## src/verilog/periph_pkg.sv

```systemverilog
/*
 * Peripheral subsystem definitions: system bus types, register offsets,
 * interrupt source numbering and default base addresses.
 */
package periph_pkg;

    typedef logic [7:0]  byte_t;
    typedef logic [15:0] addr_t;
    typedef logic [15:0] pins_t;
    typedef logic [15:0] count_t;
    typedef logic [1:0]  irq_vec_t;
    typedef logic [2:0]  offset_t;

    // one access on the system bus, 26 bits in total.
    typedef struct packed {
        logic  enable;
        logic  write_en;
        addr_t addr;
        byte_t data;
    } bus_req_t;

    // interrupt source numbers, as bit positions in irq_vec_t.
    localparam int IRQ_GPIO  = 0;
    localparam int IRQ_TIMER = 1;

    localparam offset_t GPO_LO  = 3'd0;
    localparam offset_t GPO_HI  = 3'd1;
    localparam offset_t GPI_LO  = 3'd2;
    localparam offset_t GPI_HI  = 3'd3;
    localparam offset_t RISE_LO = 3'd4;
    localparam offset_t RISE_HI = 3'd5;
    localparam offset_t FALL_LO = 3'd6;
    localparam offset_t FALL_HI = 3'd7;

    // bit 0 of CTRL is the run bit.
    localparam offset_t CTRL   = 3'd0;
    localparam offset_t CMP_LO = 3'd1;
    localparam offset_t CMP_HI = 3'd2;
    localparam offset_t CNT_LO = 3'd3;
    localparam offset_t CNT_HI = 3'd4;

    localparam offset_t PENDING = 3'd0;
    localparam offset_t MASK    = 3'd1;

    // window sizes; every base address is aligned to 8.
    localparam addr_t GPIO_SPAN  = 16'd8;
    localparam addr_t TIMER_SPAN = 16'd5;
    localparam addr_t IRQ_SPAN   = 16'd2;

    localparam addr_t GPIO_BASE_DEFAULT  = 16'hFF00;
    localparam addr_t TIMER_BASE_DEFAULT = 16'hFF08;
    localparam addr_t IRQ_BASE_DEFAULT   = 16'hFF10;

endpackage
```

## src/verilog/periph_subsys.sv

```systemverilog
/*
 * Peripheral subsystem top level. Places the GPIO block, the interval timer
 * and the interrupt controller on the system bus and merges their read data.
 */
module periph_subsys
    import periph_pkg::*;
#(
    parameter addr_t gpio_base  = GPIO_BASE_DEFAULT,
    parameter addr_t timer_base = TIMER_BASE_DEFAULT,
    parameter addr_t irq_base   = IRQ_BASE_DEFAULT
) (
    input  logic     clk,
    input  logic     reset,
    input  bus_req_t bus_req,
    output byte_t    rdata,
    input  pins_t    gpi,
    output pins_t    gpo,
    output logic     irq
);

    byte_t    gpio_rdata;
    byte_t    timer_rdata;
    byte_t    irq_rdata;
    logic     gpio_event;
    logic     timer_tick;
    irq_vec_t events;

    periph_gpio #(.base_addr(gpio_base)) gpio_inst (
        .clk        (clk),
        .reset      (reset),
        .bus_req    (bus_req),
        .rdata      (gpio_rdata),
        .gpi        (gpi),
        .gpo        (gpo),
        .gpio_event (gpio_event)
    );

    periph_timer #(.base_addr(timer_base)) timer_inst (
        .clk        (clk),
        .reset      (reset),
        .bus_req    (bus_req),
        .rdata      (timer_rdata),
        .timer_tick (timer_tick)
    );

    always_comb begin
        events            = '0;
        events[IRQ_GPIO]  = gpio_event;
        events[IRQ_TIMER] = timer_tick;
    end

    periph_irq_ctrl #(.base_addr(irq_base)) irq_inst (
        .clk     (clk),
        .reset   (reset),
        .bus_req (bus_req),
        .rdata   (irq_rdata),
        .events  (events),
        .irq     (irq)
    );

    // each block returns zero outside its own window.
    assign rdata = gpio_rdata | timer_rdata | irq_rdata;

endmodule

```

## src/verilog/periph_irq_ctrl.sv

```systemverilog
/*
 * Interrupt controller. Latches source events into pending bits, masks them
 * and drives the single interrupt line; pending bits are write-1-to-clear.
 */
module periph_irq_ctrl
    import periph_pkg::*;
#(
    parameter addr_t base_addr = IRQ_BASE_DEFAULT
) (
    input  logic     clk,
    input  logic     reset,
    input  bus_req_t bus_req,
    output byte_t    rdata,
    input  irq_vec_t events,
    output logic     irq
);

    addr_t    offset;
    logic     sel;
    irq_vec_t pending;
    irq_vec_t clear;
    byte_t    mask;
    byte_t    mask_rdata;
    byte_t    pending_rdata;

    assign offset = bus_req.addr - base_addr;
    assign sel    = bus_req.enable && (offset < IRQ_SPAN);

    periph_reg_rw #(.reg_addr(MASK), .reset_value(8'h00)) mask_reg (
        .clk       (clk),
        .reset     (reset),
        .bus_req   (bus_req),
        .local_sel (sel),
        .rdata     (mask_rdata),
        .data      (mask)
    );

    assign clear = (sel && bus_req.write_en && offset[2:0] == PENDING)
                 ? irq_vec_t'(bus_req.data) : '0;

    assign pending_rdata = (sel && !bus_req.write_en && offset[2:0] == PENDING)
                         ? byte_t'(pending) : '0;

    assign rdata = pending_rdata | mask_rdata;

    // an event in the same cycle as its clear keeps the bit set.
    always_ff @(posedge clk) begin
        if (!reset) begin
            pending <= '0;
            irq     <= 1'b0;
        end else begin
            pending <= (pending & ~clear) | events;
            irq     <= |(pending & irq_vec_t'(mask));
        end
    end

endmodule

```

## src/verilog/periph_timer.sv

```systemverilog
/*
 * Interval timer. The count runs while the run bit is set and wraps to zero
 * after reaching the compare value, pulsing timer_tick on each wrap.
 */
module periph_timer
    import periph_pkg::*;
#(
    parameter addr_t base_addr = TIMER_BASE_DEFAULT
) (
    input  logic     clk,
    input  logic     reset,
    input  bus_req_t bus_req,
    output byte_t    rdata,
    output logic     timer_tick
);

    addr_t  offset;
    logic   sel;
    byte_t  ctrl;
    count_t cmp;
    count_t count;
    byte_t  ctrl_rdata;
    byte_t  cmp_lo_rdata;
    byte_t  cmp_hi_rdata;
    byte_t  cnt_rdata;

    assign offset = bus_req.addr - base_addr;
    assign sel    = bus_req.enable && (offset < TIMER_SPAN);

    periph_reg_rw #(.reg_addr(CTRL), .reset_value(8'h00)) ctrl_reg (
        .clk       (clk),
        .reset     (reset),
        .bus_req   (bus_req),
        .local_sel (sel),
        .rdata     (ctrl_rdata),
        .data      (ctrl)
    );

    periph_reg_rw #(.reg_addr(CMP_LO), .reset_value(8'h00)) cmp_lo_reg (
        .clk       (clk),
        .reset     (reset),
        .bus_req   (bus_req),
        .local_sel (sel),
        .rdata     (cmp_lo_rdata),
        .data      (cmp[7:0])
    );

    periph_reg_rw #(.reg_addr(CMP_HI), .reset_value(8'h00)) cmp_hi_reg (
        .clk       (clk),
        .reset     (reset),
        .bus_req   (bus_req),
        .local_sel (sel),
        .rdata     (cmp_hi_rdata),
        .data      (cmp[15:8])
    );

    // the count offsets are read only, writes there fall on nothing.
    always_comb begin
        cnt_rdata = '0;
        if (sel && !bus_req.write_en) begin
            if (offset[2:0] == CNT_LO) begin
                cnt_rdata = count[7:0];
            end else if (offset[2:0] == CNT_HI) begin
                cnt_rdata = count[15:8];
            end
        end
    end

    assign rdata = ctrl_rdata | cmp_lo_rdata | cmp_hi_rdata | cnt_rdata;

    // with compare value C a tick comes every C+1 cycles.
    always_ff @(posedge clk) begin
        if (!reset) begin
            count      <= '0;
            timer_tick <= 1'b0;
        end else begin
            timer_tick <= 1'b0;
            if (ctrl[0]) begin
                if (count == cmp) begin
                    count      <= '0;
                    timer_tick <= 1'b1;
                end else begin
                    count <= count + count_t'(1);
                end
            end
        end
    end

endmodule

```

## src/verilog/periph_gpio.sv

```systemverilog
/*
 * GPIO block with 16 outputs, 16 inputs and per-pin rising and falling
 * edge masks that raise a one-cycle event towards the interrupt controller.
 */
module periph_gpio
    import periph_pkg::*;
#(
    parameter addr_t base_addr = GPIO_BASE_DEFAULT
) (
    input  logic     clk,
    input  logic     reset,
    input  bus_req_t bus_req,
    output byte_t    rdata,
    input  pins_t    gpi,
    output pins_t    gpo,
    output logic     gpio_event
);

    addr_t offset;
    logic  sel;
    pins_t rise_mask;
    pins_t fall_mask;
    pins_t gpi_q;
    pins_t gpi_prev;
    pins_t rise;
    pins_t fall;
    byte_t gpi_rdata;
    byte_t gpo_lo_rdata;
    byte_t gpo_hi_rdata;
    byte_t rise_lo_rdata;
    byte_t rise_hi_rdata;
    byte_t fall_lo_rdata;
    byte_t fall_hi_rdata;

    // addresses below the base wrap to a large offset and miss the window.
    assign offset = bus_req.addr - base_addr;
    assign sel    = bus_req.enable && (offset < GPIO_SPAN);

    periph_reg_rw #(.reg_addr(GPO_LO), .reset_value(8'h00)) gpo_lo_reg (
        .clk       (clk),
        .reset     (reset),
        .bus_req   (bus_req),
        .local_sel (sel),
        .rdata     (gpo_lo_rdata),
        .data      (gpo[7:0])
    );

    periph_reg_rw #(.reg_addr(GPO_HI), .reset_value(8'h00)) gpo_hi_reg (
        .clk       (clk),
        .reset     (reset),
        .bus_req   (bus_req),
        .local_sel (sel),
        .rdata     (gpo_hi_rdata),
        .data      (gpo[15:8])
    );

    periph_reg_rw #(.reg_addr(RISE_LO), .reset_value(8'h00)) rise_lo_reg (
        .clk       (clk),
        .reset     (reset),
        .bus_req   (bus_req),
        .local_sel (sel),
        .rdata     (rise_lo_rdata),
        .data      (rise_mask[7:0])
    );

    periph_reg_rw #(.reg_addr(RISE_HI), .reset_value(8'h00)) rise_hi_reg (
        .clk       (clk),
        .reset     (reset),
        .bus_req   (bus_req),
        .local_sel (sel),
        .rdata     (rise_hi_rdata),
        .data      (rise_mask[15:8])
    );

    periph_reg_rw #(.reg_addr(FALL_LO), .reset_value(8'h00)) fall_lo_reg (
        .clk       (clk),
        .reset     (reset),
        .bus_req   (bus_req),
        .local_sel (sel),
        .rdata     (fall_lo_rdata),
        .data      (fall_mask[7:0])
    );

    periph_reg_rw #(.reg_addr(FALL_HI), .reset_value(8'h00)) fall_hi_reg (
        .clk       (clk),
        .reset     (reset),
        .bus_req   (bus_req),
        .local_sel (sel),
        .rdata     (fall_hi_rdata),
        .data      (fall_mask[15:8])
    );

    // the input pins are read straight through, they have no register.
    always_comb begin
        gpi_rdata = '0;
        if (sel && !bus_req.write_en) begin
            if (offset[2:0] == GPI_LO) begin
                gpi_rdata = gpi[7:0];
            end else if (offset[2:0] == GPI_HI) begin
                gpi_rdata = gpi[15:8];
            end
        end
    end

    assign rdata = gpo_lo_rdata | gpo_hi_rdata | gpi_rdata
                 | rise_lo_rdata | rise_hi_rdata | fall_lo_rdata | fall_hi_rdata;

    // edges are taken between the sampled pin state and the one before it.
    assign rise = gpi_q & ~gpi_prev;
    assign fall = ~gpi_q & gpi_prev;

    always_ff @(posedge clk) begin
        if (!reset) begin
            gpi_q      <= '0;
            gpi_prev   <= '0;
            gpio_event <= 1'b0;
        end else begin
            gpi_q      <= gpi;
            gpi_prev   <= gpi_q;
            gpio_event <= |(rise & rise_mask) | |(fall & fall_mask);
        end
    end

endmodule

```

## src/verilog/periph_reg_rw.sv

```systemverilog
/*
 * One byte-wide read/write control register on the system bus.
 * The owning block decodes its window, the register matches its own offset.
 */
module periph_reg_rw
    import periph_pkg::*;
#(
    parameter offset_t reg_addr    = 3'd0,
    parameter byte_t   reset_value = 8'h00
) (
    input  logic     clk,
    input  logic     reset,
    input  bus_req_t bus_req,
    input  logic     local_sel,
    output byte_t    rdata,
    output byte_t    data
);

    byte_t value;
    logic  hit;

    // windows start on a multiple of 8, so the low address bits are the offset.
    assign hit = local_sel && (bus_req.addr[2:0] == reg_addr);

    always_ff @(posedge clk) begin
        if (!reset) begin
            value <= reset_value;
        end else if (hit && bus_req.write_en) begin
            value <= bus_req.data;
        end
    end

    // read data is only driven during a read of this offset.
    assign rdata = (hit && !bus_req.write_en) ? value : '0;
    assign data  = value;

endmodule

```

## config.mk

```make
export PLATFORM = sky130hd
export DESIGN_NAME = periph_subsys
export DESIGN_NICKNAME = d
export VERILOG_FILES = /design/src/verilog/periph_pkg.sv /design/src/verilog/periph_subsys.sv /design/src/verilog/periph_irq_ctrl.sv /design/src/verilog/periph_timer.sv /design/src/verilog/periph_gpio.sv /design/src/verilog/periph_reg_rw.sv
export SDC_FILE = /design/constraint.sdc
export NUM_CORES = 1
export LEC_CHECK = 0
export ABC_AREA = 1
export BUFFER_PORTS_ARGS = -buffer_cell sky130_fd_sc_hd__buf_2
export CAP_MARGIN = 20
export CORE_MARGIN = 2
export CORE_UTILIZATION = 23
export DETAILED_ROUTE_END_ITERATION = 6
export PLACE_DENSITY = 0.51
export SLEW_MARGIN = 20
export SYNTH_ARGS = -nofsm -noshare
export SYNTH_HDL_FRONTEND = slang
export SYNTH_HIERARCHICAL = 1
export SYNTH_SLANG_ARGS = --single-unit
```

## constraint.sdc

```tcl
create_clock -name clk -period 2.3 [get_ports clk]
set_input_delay 0.23 -clock clk [delete_from_list [all_inputs] [get_ports clk]]
set_output_delay 0.23 -clock clk [all_outputs]
set_load 0.05 [all_outputs]
```

==> flow_metrics.py <==
metrics = {
    "critical_path": {
        "slowest_delay_ns": 0.18,
        "cp_max_fo": 8,
        "cpMostUsedCell": "nor2_4",
        "r2r_slack_ns": 0.65,
        "crit_slowest_cell": "and2_4",
        "worst-path-buf-inv": 5,
        "worstSetupEndpointType": "output port",
        "path_class": "primary input to output port",
        "crit_arrival_ns": 2.28,
        "cp_cell_sequence": "buf_2 -> buf_4 -> nor2_4 -> nand3_4 -> buf_4 -> nand4_1 -> nand2_1 -> nor2_2 -> and2_4 -> inv_2 -> nor2_4 -> nand3b_4 -> nor2_4 -> nor3_2 -> nand2_2 -> nor2_4 -> nand2_2 -> buf_8",
        "worst_setup_path_start_kind": "primary input",
        "critical-path-top-delay-family": "simple AND/OR/NAND/NOR gates",
        "crit_required_ns": 2.07,
    },
    "yosys": {
        "synth_fa_ha_area_share_pct": 0.291,
        "synth_fp_nets": 1446,
        "synthXorXnorAreaFrac_pct": 1.63,
        "synth_mux_area_share_pct": 0,
        "synth_top_area_share_pct": 31.0,
        "synthFlopType": "dfxtp_1",
        "synthSimpleGateAreaFrac_pct": 45.7,
        "ys_top_cells_by_count": "inv_1, nand2_1, nor2_1",
        "syn_area_um2": 8590,
        "postSynthCellCount": 1400,
        "synth_most_common_cell": "inv_1",
        "yosys_warnings": 6,
        "synth_compound_area_share_pct": 3.35,
        "synthDistinctLibCells": 42,
        "ys_seq_elements": 133,
        "synth_area_per_cell_um2": 6.14,
        "synth_top_family_by_area": "simple AND/OR/NAND/NOR gates",
        "netlist_top_cells_area": "dfxtp_1, inv_1, nand2_1",
        "ys_async_sr_fraction_pct": 0,
        "synth-seq-area-share_pct": 31.0,
        "synth_edf_count": 0,
        "yosys.area.top_type": "dfxtp_1",
    },
    "final_layout": {
        "fill_cells": 4043,
        "fin_nets": 1583,
        "drive_above_1_share_pct": 20.7,
        "seqCellArea_um2": 2660,
        "fin_area_um2": 10900,
        "areaGrowthSynthToFinish_pct": 27.2,
        "multi_input_area_um2": 4600,
        "diodes": 0,
    },
    "routing": {
        "drc": 0,
        "firstDrtPassIters": 5,
        "vias": 8668,
        "ant_nets": 0,
        "viasPerCell": 4.30,
        "drt_iter0_drc": 730,
        "drt-total-wl_mm": 28.4,
        "avgRoutedWirePerCell_um": 14.1,
    },
    "clock_network": {
        "numClockSinks": 133,
        "cts_root_buffer": "clkbuf_16",
        "cts-buffers-inserted": 17,
        "h-tree-depth": 4,
        "clk_path_buf_depth": 2,
        "cts_tree": "built",
        "clk_latency_ns": 0.43,
        "clk_pin_slew_ns": 0.07,
    },
    "sta": {
        "max_freq_mhz": 398,
        "post-route-period-util_pct": 109,
        "setup_tns_ns": -1.49,
        "fin_ws_ns": -0.212,
        "worst_slew_margin_rel_pct": 65.4,
        "drv_slew": 0,
        "finalHoldViolCount": 0,
        "rsz0062_at_grt": "true",
        "setup_violations": 8,
        "tightest_slew_ns": 0.519,
        "holdWs_ns": 0.0121,
        "skew_ns": 0.0107,
        "min_period_ns": 2.51,
    },
    "floorplan": {
        "die_h_um": 197,
        "ioPinCount": 69,
        "rows": 70,
        "dieArea_um2": 38900,
        "initial_core_util_pct": 23.4,
        "core_area_um2": 36700,
        "die_w_um": 197,
    },
    "outcome": {
        "violations": "setup timing",
        "status": "finished with violations",
    },
    "global_route": {
        "grt_start_max_net_pins": 54,
        "grt_antenna_before_repair": 1,
        "grt_pass1_vias": 8052,
        "grt_usage_pct": 14.9,
        "use_met3_pct": 2.46,
        "grt_most_used_layer": "met2",
        "grt_pass1_wl_mm": 44.6,
        "gr-total-overflow": 0,
        "met1_usage_pct": 20.6,
        "met2_usage_pct": 22.7,
    },
    "min_path": {
        "hp-class": "primary input to flip-flop",
    },
    "pwr": {
        "p_per_area_nw_per_um2": 507,
        "vdd_ir_drop_max_v": 0.000428,
        "leakage_nw": 5.47,
    },
    "place": {
        "dp_slack_ns": -0.546,
        "place_congestion": 0.855,
        "place.port_buffers": 68,
        "hpwl_mm": 21.3,
        "place_area_um2": 9990,
    },
    "job": {
        "maxCapViolations": 0,
    },
}
-- final timing paths --
path,endpoint,from,cells past startpoint
worst max-delay path,rdata[6],bus_req[14],18
worst min-delay path,gpio_inst/gpi_q[15],gpi[15],3
worst max register to register,timer_inst/count[12],timer_inst/count[0],8
worst min register to register,gpio_inst/gpi_prev[6],gpio_inst/gpi_q[6],2
-- cell type report --
class	instances	area share (%)
clock inverter	15	1.23
inverter	365	12.8
clock buffer	17	3.89
timing repair buffer	146	10.2
tap	468	5.36
multi-input combinational	874	42.1
sequential	133	24.4
-- through the flow --
| stage | power [mW] | cells | utilization [%] |
|---|---|---|---|
| floorplan | 2.64 | 1400 | - |
| global placement | 2.90 | 1976 | 27.2 |
| detailed placement | 2.90 | 1976 | 27.2 |
| CTS | 5.61 | 2016 | 29.6 |
| global route | 5.75 | 2018 | 29.8 |
| finish | 5.54 | 2018 | 29.8 |
-- timing repair --
item | 4_1_cts | 5_1_grt
resized for setup | 68 | 11
cloned | 0 | 0
endpoints found under the hold margin | 7 | 0
hold buffers | 7 | 0
buffers inserted | 1 | 2
pin swaps | 25 | 9
setup endpoints to repair | 8 | 8
-- per-layer routing --
metal	share of wire (%)	wire length, um
met2	44	12500
met3	4.1	1160
met4	3.2	905
met5	0	0
met1	49	13800
-- tightest hold or removal path, delay by kind of cell --
family / cells / cell delay, ns
buffers and inverters: 2 / 0.13
AND/OR/NAND/NOR: 1 / 0.05
-- cells by family (layout without fill, tap and decap cells) --
kind of cell	Yosys count	in the layout
adder cells (fa/ha/maj)	2	2
AO/OA/AOI/OAI	49	49
flip-flops	133	133
XOR/XNOR	16	16
buffers and inverters	393	543
AND/OR/NAND/NOR	807	807
-- layout by cell type (no fill, tap or decap), drive strengths merged --
cell	n
xnor2	4
buf	139
nor3b	4
clkinvlp	2
nand2	330
a22oi	8
nor2	270
nand3	78
ha	2
o31ai	1
dlygate4sd3	7
nor3	28
o21bai	1
clkbuf	17
xor2	12
and2	1
o21ai	17
dfxtp	133
o22ai	8
inv	370
clkinv	8
nand3b	15
a21oi	12
a31o	2
nor4	2
or2	6
nand4	73
-- flip-flops by register name, indices dropped and copies added, names as in the netlist --
name and count:
gpio_inst/fall_lo_reg/data 8, gpio_inst/gpo_hi_reg/data 8, gpio_inst/rise_hi_reg/data 8, timer_inst/count 16, gpio_inst/rise_lo_reg/data 8, timer_inst/timer_tick 1
irq_inst/pending 2, gpio_inst/gpi_prev 16, timer_inst/cmp_hi_reg/data 8, gpio_inst/fall_hi_reg/data 8, irq_inst/mask_reg/data 8, gpio_inst/gpi_q 16
timer_inst/ctrl_reg/data 8, timer_inst/cmp_lo_reg/data 8, irq_inst/irq 1, gpio_inst/gpio_event 1, gpio_inst/gpo_lo_reg/data 8
-- power breakdown --
group	internal, mW	switching [mW]
logic	0.189	0.345
clock network	1.42	1.23
registers	2.33	0.0158
(Power assumes the default switching activity.)
